<file path="src/common/rvDecodePkg.sv">
package rvDecodePkg;

    // --------------------------------------------------
    // Sizes
    // --------------------------------------------------

    // Data path width
    localparam int XLEN = 32;
    // Register address width and register count
    localparam int REG_ADDR_W = 5;
    localparam int NUM_REGS = 32;
    // Instruction field widths
    localparam int OPCODE_W = 7;
    localparam int FUNCT3_W = 3;
    localparam int FUNCT7_W = 7;

    // Ecall taps, a0 holds the argument and a7 the call code
    localparam logic [REG_ADDR_W-1:0] REG_A0 = 5'd10;
    localparam logic [REG_ADDR_W-1:0] REG_A7 = 5'd17;

    // --------------------------------------------------
    // Encodings
    // --------------------------------------------------

    // RV32I major opcodes
    typedef enum logic [OPCODE_W-1:0] {
        OPC_LUI    = 7'b0110111,
        OPC_AUIPC  = 7'b0010111,
        OPC_JAL    = 7'b1101111,
        OPC_JALR   = 7'b1100111,
        OPC_BRANCH = 7'b1100011,
        OPC_LOAD   = 7'b0000011,
        OPC_STORE  = 7'b0100011,
        OPC_OPIMM  = 7'b0010011,
        OPC_OP     = 7'b0110011,
        OPC_SYSTEM = 7'b1110011
    } opcodeE;

    // Load width, taken from funct3 of a load
    typedef enum logic [FUNCT3_W-1:0] {
        LD_LB  = 3'b000,
        LD_LH  = 3'b001,
        LD_LW  = 3'b010,
        LD_LBU = 3'b100,
        LD_LHU = 3'b101
    } loadFunctE;

    // --------------------------------------------------
    // Structs
    // --------------------------------------------------

    // Fields split out of one instruction word
    typedef struct packed {
        logic [OPCODE_W-1:0]   opcode;
        logic [REG_ADDR_W-1:0] rdAddr;
        logic [FUNCT3_W-1:0]   funct3;
        logic [REG_ADDR_W-1:0] rs1Addr;
        logic [REG_ADDR_W-1:0] rs2Addr;
        logic [FUNCT7_W-1:0]   funct7;
    } instFieldsT;

    // Retiring instruction as seen by writeback
    typedef struct packed {
        logic                  regWrite;
        logic                  isLink;
        logic                  memToReg;
        logic [FUNCT3_W-1:0]   funct3;
        logic [REG_ADDR_W-1:0] rdAddr;
        logic [XLEN-1:0]       aluResult;
        logic [XLEN-1:0]       memData;
        logic [XLEN-1:0]       pc;
    } wbReqT;

    // Everything decode hands to execute
    typedef struct packed {
        instFieldsT      fields;
        logic [XLEN-1:0] rdata1;
        logic [XLEN-1:0] rdata2;
        logic [XLEN-1:0] imm32;
    } decodeOutT;

endpackage

</file>
<file path="src/decode/immGen.sv">
module immGen
    import rvDecodePkg::*;
(
    input  logic [XLEN-1:0] inst,
    output logic [XLEN-1:0] imm32
);

    opcodeE opcode;

    // Sign bit of every format
    logic signBit;

    // Per-format immediates
    logic [XLEN-1:0] immI;
    logic [XLEN-1:0] immS;
    logic [XLEN-1:0] immB;
    logic [XLEN-1:0] immU;
    logic [XLEN-1:0] immJ;

    assign opcode  = opcodeE'(inst[OPCODE_W-1:0]);
    assign signBit = inst[XLEN-1];

    // --------------------------------------------------
    // Format assembly
    // --------------------------------------------------

    // I format, 12 bits straight from the top
    assign immI = {{(XLEN-12){signBit}}, inst[31:20]};

    // S format, split around rd
    assign immS = {{(XLEN-12){signBit}}, inst[31:25], inst[11:7]};

    // B format, halfword aligned
    assign immB = {{(XLEN-13){signBit}}, inst[31], inst[7], inst[30:25],
                   inst[11:8], 1'b0};

    // U format, upper 20 bits
    assign immU = {inst[31:12], 12'b0};

    // J format, halfword aligned, 21 bits
    assign immJ = {{(XLEN-21){signBit}}, inst[31], inst[19:12], inst[20],
                   inst[30:21], 1'b0};

    // --------------------------------------------------
    // Select by opcode
    // --------------------------------------------------
    always_comb begin
        case (opcode)
            OPC_OPIMM, OPC_LOAD,
            OPC_JALR, OPC_SYSTEM: imm32 = immI;
            OPC_STORE:            imm32 = immS;
            OPC_BRANCH:           imm32 = immB;
            OPC_LUI, OPC_AUIPC:   imm32 = immU;
            OPC_JAL:              imm32 = immJ;
            // OP and unknown opcodes carry no immediate
            default:              imm32 = '0;
        endcase
    end

endmodule

</file>
<file path="src/decode/writebackSelect.sv">
module writebackSelect
    import rvDecodePkg::*;
(
    input  wbReqT           wb,
    output logic [XLEN-1:0] wdata
);

    loadFunctE loadFunct;

    // Load value after extension
    logic [XLEN-1:0] loadData;

    // Return address of a jump-and-link
    logic [XLEN-1:0] linkAddr;

    assign loadFunct = loadFunctE'(wb.funct3);
    assign linkAddr  = wb.pc + XLEN'(4);

    // --------------------------------------------------
    // Load extension
    // --------------------------------------------------
    always_comb begin
        case (loadFunct)
            // Byte, sign from bit 7
            LD_LB:   loadData = {{(XLEN-8){wb.memData[7]}}, wb.memData[7:0]};
            // Halfword, sign from bit 15
            LD_LH:   loadData = {{(XLEN-16){wb.memData[15]}}, wb.memData[15:0]};
            LD_LW:   loadData = wb.memData;
            LD_LBU:  loadData = {{(XLEN-8){1'b0}}, wb.memData[7:0]};
            LD_LHU:  loadData = {{(XLEN-16){1'b0}}, wb.memData[15:0]};
            // Invalid width writes zero
            default: loadData = '0;
        endcase
    end

    // --------------------------------------------------
    // Result select
    // --------------------------------------------------

    // Link beats load, load beats ALU
    always_comb begin
        if (wb.isLink) begin
            wdata = linkAddr;
        end else if (wb.memToReg) begin
            wdata = loadData;
        end else begin
            wdata = wb.aluResult;
        end
    end

endmodule

</file>
<file path="src/decode/registerFile.sv">
module registerFile
    import rvDecodePkg::*;
(
    input  logic                  clk,
    input  logic                  rstN,
    // Read addresses
    input  logic [REG_ADDR_W-1:0] raddr1,
    input  logic [REG_ADDR_W-1:0] raddr2,
    // Write port
    input  logic [REG_ADDR_W-1:0] waddr,
    input  logic [XLEN-1:0]       wdata,
    input  logic                  regWrite,
    // Read data
    output logic [XLEN-1:0]       rdata1,
    output logic [XLEN-1:0]       rdata2,
    // Taps for the ecall handler
    output logic [XLEN-1:0]       a7Data,
    output logic [XLEN-1:0]       a0Data
);

    logic [XLEN-1:0] regs [NUM_REGS];

    // Write is live this cycle unless it targets x0
    logic writeLive;
    assign writeLive = regWrite && (waddr != '0);

    // --------------------------------------------------
    // Write port
    // --------------------------------------------------
    always_ff @(posedge clk or negedge rstN) begin
        if (!rstN) begin
            // All registers come up zero
            for (int i = 0; i < NUM_REGS; i++) begin
                regs[i] <= '0;
            end
        end else if (writeLive) begin
            regs[waddr] <= wdata;
        end
    end

    // --------------------------------------------------
    // Read ports with forwarding
    // --------------------------------------------------

    // One read with x0 hardwired to zero
    // Same-cycle write to the address wins over the stored value
    function automatic logic [XLEN-1:0] readReg(input logic [REG_ADDR_W-1:0] addr);
        logic [XLEN-1:0] value;
        if (addr == '0) begin
            value = '0;
        end else if (writeLive && (waddr == addr)) begin
            value = wdata;
        end else begin
            value = regs[addr];
        end
        return value;
    endfunction

    always_comb begin
        rdata1 = readReg(raddr1);
        rdata2 = readReg(raddr2);
        // Taps see the forwarded value too
        a7Data = readReg(REG_A7);
        a0Data = readReg(REG_A0);
    end

endmodule

</file>
<file path="src/decode/decodeStage.sv">
module decodeStage
    import rvDecodePkg::*;
(
    input  logic            clk,
    input  logic            rstN,
    // Fetched instruction
    input  logic [XLEN-1:0] inst,
    // Retiring instruction
    input  wbReqT           wb,
    output decodeOutT       dec,
    // Ecall taps
    output logic [XLEN-1:0] ecallCode,
    output logic [XLEN-1:0] ecallArg
);

    instFieldsT      fields;
    logic [XLEN-1:0] wdata;
    logic [XLEN-1:0] imm32;
    logic [XLEN-1:0] rdata1;
    logic [XLEN-1:0] rdata2;

    // --------------------------------------------------
    // Field split
    // --------------------------------------------------
    assign fields.opcode  = inst[6:0];
    assign fields.rdAddr  = inst[11:7];
    assign fields.funct3  = inst[14:12];
    assign fields.rs1Addr = inst[19:15];
    assign fields.rs2Addr = inst[24:20];
    assign fields.funct7  = inst[31:25];

    // Bundle for the next stage
    assign dec = '{fields: fields, rdata1: rdata1, rdata2: rdata2, imm32: imm32};

    // --------------------------------------------------
    // Submodules
    // --------------------------------------------------

    // Write value of the retiring instruction
    writebackSelect uWritebackSelect (
        .wb   (wb),
        .wdata(wdata)
    );

    registerFile uRegisterFile (
        .clk     (clk),
        .rstN    (rstN),
        .raddr1  (fields.rs1Addr),
        .raddr2  (fields.rs2Addr),
        .waddr   (wb.rdAddr),
        .wdata   (wdata),
        .regWrite(wb.regWrite),
        .rdata1  (rdata1),
        .rdata2  (rdata2),
        .a7Data  (ecallCode),
        .a0Data  (ecallArg)
    );

    immGen uImmGen (
        .inst (inst),
        .imm32(imm32)
    );

endmodule

</file>
<file path="config.mk">
export PLATFORM = sky130hd
export DESIGN_NAME = decodeStage
export DESIGN_NICKNAME = d
export VERILOG_FILES = /design/src/common/rvDecodePkg.sv /design/src/decode/immGen.sv /design/src/decode/writebackSelect.sv /design/src/decode/registerFile.sv /design/src/decode/decodeStage.sv
export SDC_FILE = /design/constraint.sdc
export NUM_CORES = 2
export LEC_CHECK = 0
export BUFFER_PORTS_ARGS = -buffer_cell sky130_fd_sc_hd__buf_2
export CORE_MARGIN = 5
export CORE_UTILIZATION = 35
export CTS_BUF_LIST = sky130_fd_sc_hd__clkbuf_16
export CTS_CLUSTER_DIAMETER = 40
export CTS_CLUSTER_SIZE = 8
export DETAILED_ROUTE_END_ITERATION = 8
export SETUP_SLACK_MARGIN = 0.5
export SLEW_MARGIN = 0
export SYNTH_ARGS = -nofsm -noshare
export SYNTH_HDL_FRONTEND = slang
export SYNTH_SLANG_ARGS = --single-unit
export TNS_END_PERCENT = 50
</file>
<file path="constraint.sdc">
create_clock -name clk -period 2.9 [get_ports clk]
set_input_delay 0.58 -clock clk [delete_from_list [all_inputs] [get_ports clk]]
set_output_delay 0.58 -clock clk [all_outputs]
set_load 0.02 [all_outputs]
</file>
### Yosys cells after proc, flatten, opt, wreduce, memory -nomap -nowiden

Index checks and enable logic that the tools add are counted.

* output and inout port bits: 192
* logic and storage cells: 88
* input port bits: 141
* bits in registers: 1024

* add/sub/neg operators: 1
* order comparisons: 4
* muxes and demuxes: 19
* bitwise logic cells: 3
* reduce and logical (&&, ||, !) cells: 12
* equality and inequality tests: 17

Operator list (number)
* $bwmux W1024: 1
* $mux W32: 13
* $bmux W32 S5: 2
* $pmux W32 S5: 2
* $demux W32 S5: 1
* $add A32 B3 Y32 const B: 1
* $eq A7 B7 Y1 const B: 4
* $ge A6 B6 Y1 const B: 3
* $not A5 Y6: 3
* $eq A7 B5 Y1 const B: 2
* $eq A7 B6 Y1 const B: 2
* $eq A5 B5 Y1: 2
* $logic_not A5 Y1: 2
* $eq A7 B2 Y1 const B: 1
* $eq A3 B3 Y1 const B: 2
* $logic_and A1 B1 Y1: 6
* $lt A6 B1 Y1 const B: 1
* $eq A5 B4 Y1 const B: 1
* $eq A5 B5 Y1 const B: 1
* $reduce_bool A5 Y1: 1
* $reduce_or A4 Y1: 1
* $eq A3 B1 Y1 const B: 1
* $eq A3 B2 Y1 const B: 1
* $logic_not A3 Y1: 1
* $reduce_or A2 Y1: 1

### Depth between registers and ports, before layout

* depth after elaboration: 6
* mapped depth: 11
* mapped depth without buffers: 7

### Hierarchy

Synthesis repeated with hierarchy kept, for this count alone.

* cells, all modules: 4306
* area, all modules: 58897.7 µm²

Modules (own cells, without submodules)
* registerFile: cells an instance 3945, seq. area each 25624.6 µm², instances 1, area an instance 56529.2 µm²
* writebackSelect: cells an instance 247, seq. area each 0.0 µm², instances 1, area an instance 1570.3 µm²
* immGen: cells an instance 82, seq. area each 0.0 µm², instances 1, area an instance 558.0 µm²
* decodeStage: cells an instance 32, seq. area each 0.0 µm², instances 1, area an instance 240.2 µm²

### Worst setup path after synthesis

OpenSTA, ideal clock, no wires.

* kind: input -> output
* start: input inst[15]
* end: output dec[95] (netlist name)
* buffers on the path: 5
* slack: -0.299 ns
* arrival time: 2.619 ns
* cell stages on the path: 11
* data required time: 2.320 ns
* cells stage by stage: buf_2 buf_6 buf_4 buf_4 buf_2 nor2_1 a22oi_1 nand2_1 a32oi_1 nor3_1 a211oi_1

RTL lines
* start: declaration: RTL line decodeStage.sv:7 `input logic [XLEN-1:0] inst,`
* end: declaration: RTL line decodeStage.sv:10 `output decodeOutT dec,`

==> impl_results.md <==
- Post-synth ARST share: 100.0%
- Fin crit period: 3.517 ns
- Post-synth EDFFs: 0
- Worst setup margin: -0.6169 ns
- I/O Pins: 333
- Synth cell types: 70
- Final ANT Viol Nets: 0
- Commonest non-fill, non-tap cell in the layout: nand2_1
- TritonCTS clock tree: built
- Most frequent cells in the layout: nand2_1, dfrtp_1, o21ai_0, buf_4, mux4_2
- Max reg flops: 1024
- Critical path class: register to output pin
- Top FF cell, synth: dfrtp_1
- Max IR drop VDD: 0.0004979 V
- Biggest registers after layout: uRegisterFile.regs x1024
- Clock latency on the worst-skew pair: 0.79 ns
- Layout cells sized above 1: 38.62%
- DP HPWL: 149000 um
- Failing checks: setup timing
- R2r endpoint: uRegisterFile.regs[686]
- Syn-to-layout area delta: 38.01%
- Starting density of the core: 35.17%
- Maximum clock rate: 0.2843 GHz
- Fin. Hold Viols: 0
- Post-synth net total: 5360
- DRC violations left: 0
- # fillers: 13.93k
- Top Usage Layer GRT: met2
- RSZ-0062 raised after global routing: yes
- Mapped Area: 55640 um^2
- Hold WC Path Type: primary input to register
- CP Data Required Time: 2.32 ns
- Initial antenna violation count: 5
- Detailed Route WL: 234300 um
- Core area: 158200 um^2
- Vias per cell: 5.980
- Yosys warning count: 0
- Register name with the most flops: uRegisterFile.regs
- R2R depth: 3
- Routed len/inst: 28.50 um
- Most frequent CP cell: mux4_2
- Least-Margin Pin Slew: 1.063 ns
- First-pass iteration count of the detailed router: 5
- Clock Sinks: 1024
- Worst setup path end: dec[79]
- Total CTS buffers: 174
- Largest net degree at the start of global routing: 110
- RePlAce Congestion: 0.9020
- Outcome: finished with violations
- Final worst path period share: 121.3%
- GR Layer Usage met1: 35.56%
- Smallest hold slack: 0.2182 ns
- RR Startpoint: uRegisterFile.regs[686]
- Crit path max-delay cell type: mux4_2
- R2R Setup Slk: 1.85 ns
- GRT Overall Usage: 27.21%
- Final number of setup-violating endpoints: 107
- Max-Cap Viols: 0
- Max-slew headroom: 29.12%
- Die ar.: 167000 um^2
- # H-tree levels: 4
- Vias in the first global route: 48.76k
- Met3 Usage GRT: 7.028%
- Pre-CTS WS: -0.8663 ns
- Critical Path, Cell by Cell: mux4_2 -> mux4_2 -> nor2b_4 -> nor3_4 -> a211oi_2 -> buf_4
- FP Rows: 146
- CP startpoint kind: register
- Crit path max fanout: 2
- Met2 Use GR: 42.12%
- GR Overflow Total: 0
- Setup Skew: 0 ns
- Synthesis-stage register bit count: 1024
- Sequential fraction of the synthesis area: 46.05%
- Critical Path Start: uRegisterFile.regs[527]
- Die Span Y: 408.7 um
- Leak Pwr: 33.97 nW
- Clk pin slew, worst setup/hold paths: 0.05 ns
- Cells after Synth: 5218
- CP Data Arrival Time: 2.94 ns
- Detailed Route Iter0 Violations: 5855
- Die W: 408.7 um
- Vias: 49.16k
- Max clock buf depth: 3
- CP Capture Type: output pin
- Port Buffers: 332
- PwrDens: 662.3 nW/um^2
- Max incr delay on CP: 0.61 ns
- Final-stage net count: 6180
- Pins Over Slew Limit: 0
- Avg Synthesized Cell Area: 10.66 um^2
- First-pass GRT wire length: 338400 um
- Root Buffer: clkbuf_16
## timing repair
action / 4_1_cts / 5_1_grt
resized for setup: 476 / 419
endpoints found under the setup margin: 160 / 160
cloned: 17 / 7
hold buffers: 1 / 0
hold endpoints to repair: 20 / 0
buffers inserted: 124 / 64
pin swaps: 99 / 134
## layer usage
metal	wire (um)	vias to the layer above
met3	24100	669
met5	0	-
met2	106700	2873
met1	89730	24900
met4	13780	0
li1	-	20710
## cells in the mapped netlist, types with 5 or more instances
| library cell | count | area share (%) |
|---|---|---|
| and2_1 | 11 | 0.12 |
| nor2b_1 | 41 | 0.46 |
| xnor2_1 | 18 | 0.28 |
| a211oi_1 | 45 | 0.61 |
| o22ai_1 | 45 | 0.51 |
| o211ai_1 | 14 | 0.19 |
| a21oi_1 | 49 | 0.44 |
| o21ai_0 | 1078 | 9.7 |
| a221oi_1 | 58 | 0.91 |
| buf_6 | 9 | 0.18 |
| buf_1 | 16 | 0.11 |
| nand2_1 | 1127 | 7.6 |
| o21ai_2 | 27 | 0.43 |
| nand2b_1 | 9 | 0.10 |
| clkbuf_8 | 5 | 0.12 |
| nor3_1 | 41 | 0.37 |
| o221ai_1 | 5 | 0.079 |
| dfrtp_1 | 1024 | 46 |
| nor2_1 | 65 | 0.44 |
| buf_2 | 69 | 0.62 |
| o21a_1 | 8 | 0.11 |
| or2_2 | 5 | 0.056 |
| buf_4 | 73 | 0.98 |
| nand4_1 | 14 | 0.16 |
| nand3_1 | 35 | 0.31 |
| o32ai_1 | 10 | 0.16 |
| o2bb2ai_1 | 9 | 0.14 |
| or3_1 | 5 | 0.056 |
| mux2i_1 | 251 | 4.5 |
| a22oi_1 | 47 | 0.63 |
| clkbuf_1 | 414 | 2.8 |
| a22o_1 | 8 | 0.13 |
| mux4_2 | 465 | 19 |
| a21o_1 | 27 | 0.36 |
| xor2_1 | 19 | 0.30 |
| a221o_1 | 6 | 0.11 |
| mux2_2 | 6 | 0.12 |
## worst min path at each step
stage,start,to,slack [ns],cells after the start
3_3_place_gp,uRegisterFile.regs[1006],uRegisterFile.regs[1006],0.38,0
2_1_floorplan,rstN,uRegisterFile.regs[0],0.28,0
4_1_cts,wb[0],uRegisterFile.regs[960],0.19,3
5_1_grt,wb[0],uRegisterFile.regs[960],0.22,3
3_5_place_dp,uRegisterFile.regs[998],uRegisterFile.regs[998],0.38,0
6_report,wb[0],uRegisterFile.regs[960],0.22,3
## through the flow
step | setup TNS, ns | utilization (%) | total power, mW | instance area, um^2 | std cells
after floorplan | -0.2565 | - | 25.61 | 56960 | 5218
after global placement | -49.68 | 41.38 | 29.95 | 65450 | 7721
after detailed placement | -47.87 | 41.38 | 30.35 | 65450 | 7721
after CTS | -31.46 | 47.02 | 50.10 | 74390 | 8145
after global routing | -37.23 | 48.53 | 52.90 | 76780 | 8216
final | -30.74 | 48.54 | 50.86 | 76790 | 8220
## worst max-delay path: cells and delay by family, from the launching register on
family          cells  cell delay [ns]
mux                 2             1.07
simple gates        2             0.41
flops               1             0.39
buf+inv             1             0.17
compound gates      1             0.09
## cell type report
class / instances / area, um^2 / share of cell area (%)
Clock inverter: 108 / 864.6 / 1.126
Antenna cell: 4 / 10.01 / 0.01304
Tap cell: 2072 / 2592 / 3.376
Inverter: 4 / 16.27 / 0.02118
Sequential cell: 1024 / 25630 / 33.38
Timing Repair Buffer: 1229 / 12800 / 16.67
Clock buffer: 174 / 4354 / 5.671
Multi-Input combinational cell: 3605 / 30520 / 39.75
## where the power goes
| group | total [mW] | switching, mW | internal (mW) |
|---|---|---|---|
| Clock | 18.7 | 7.29 | 11.4 |
| Sequential | 19.2 | 2.22 | 17.0 |
| Combinational | 13.0 | 6.51 | 6.45 |
## kinds of logic (layout without fill, tap and decap cells)
kind of cell | count (synthesis) | after routing | share of synthesized area (%)
AOI/OAI and AO/OA | 1463 | 1464 | 14.89
xor gates and xnor gates | 37 | 37 | 0.5824
adders and majority gates | 1 | 1 | 0.02248
buffers and inverters | 590 | 1515 | 4.839
DFF | 1024 | 1024 | 46.05
muxes | 722 | 722 | 23.46
other | 0 | 4 | 0
and+or+nand+nor | 1381 | 1381 | 10.15
Power figures use the tool's default switching activity.
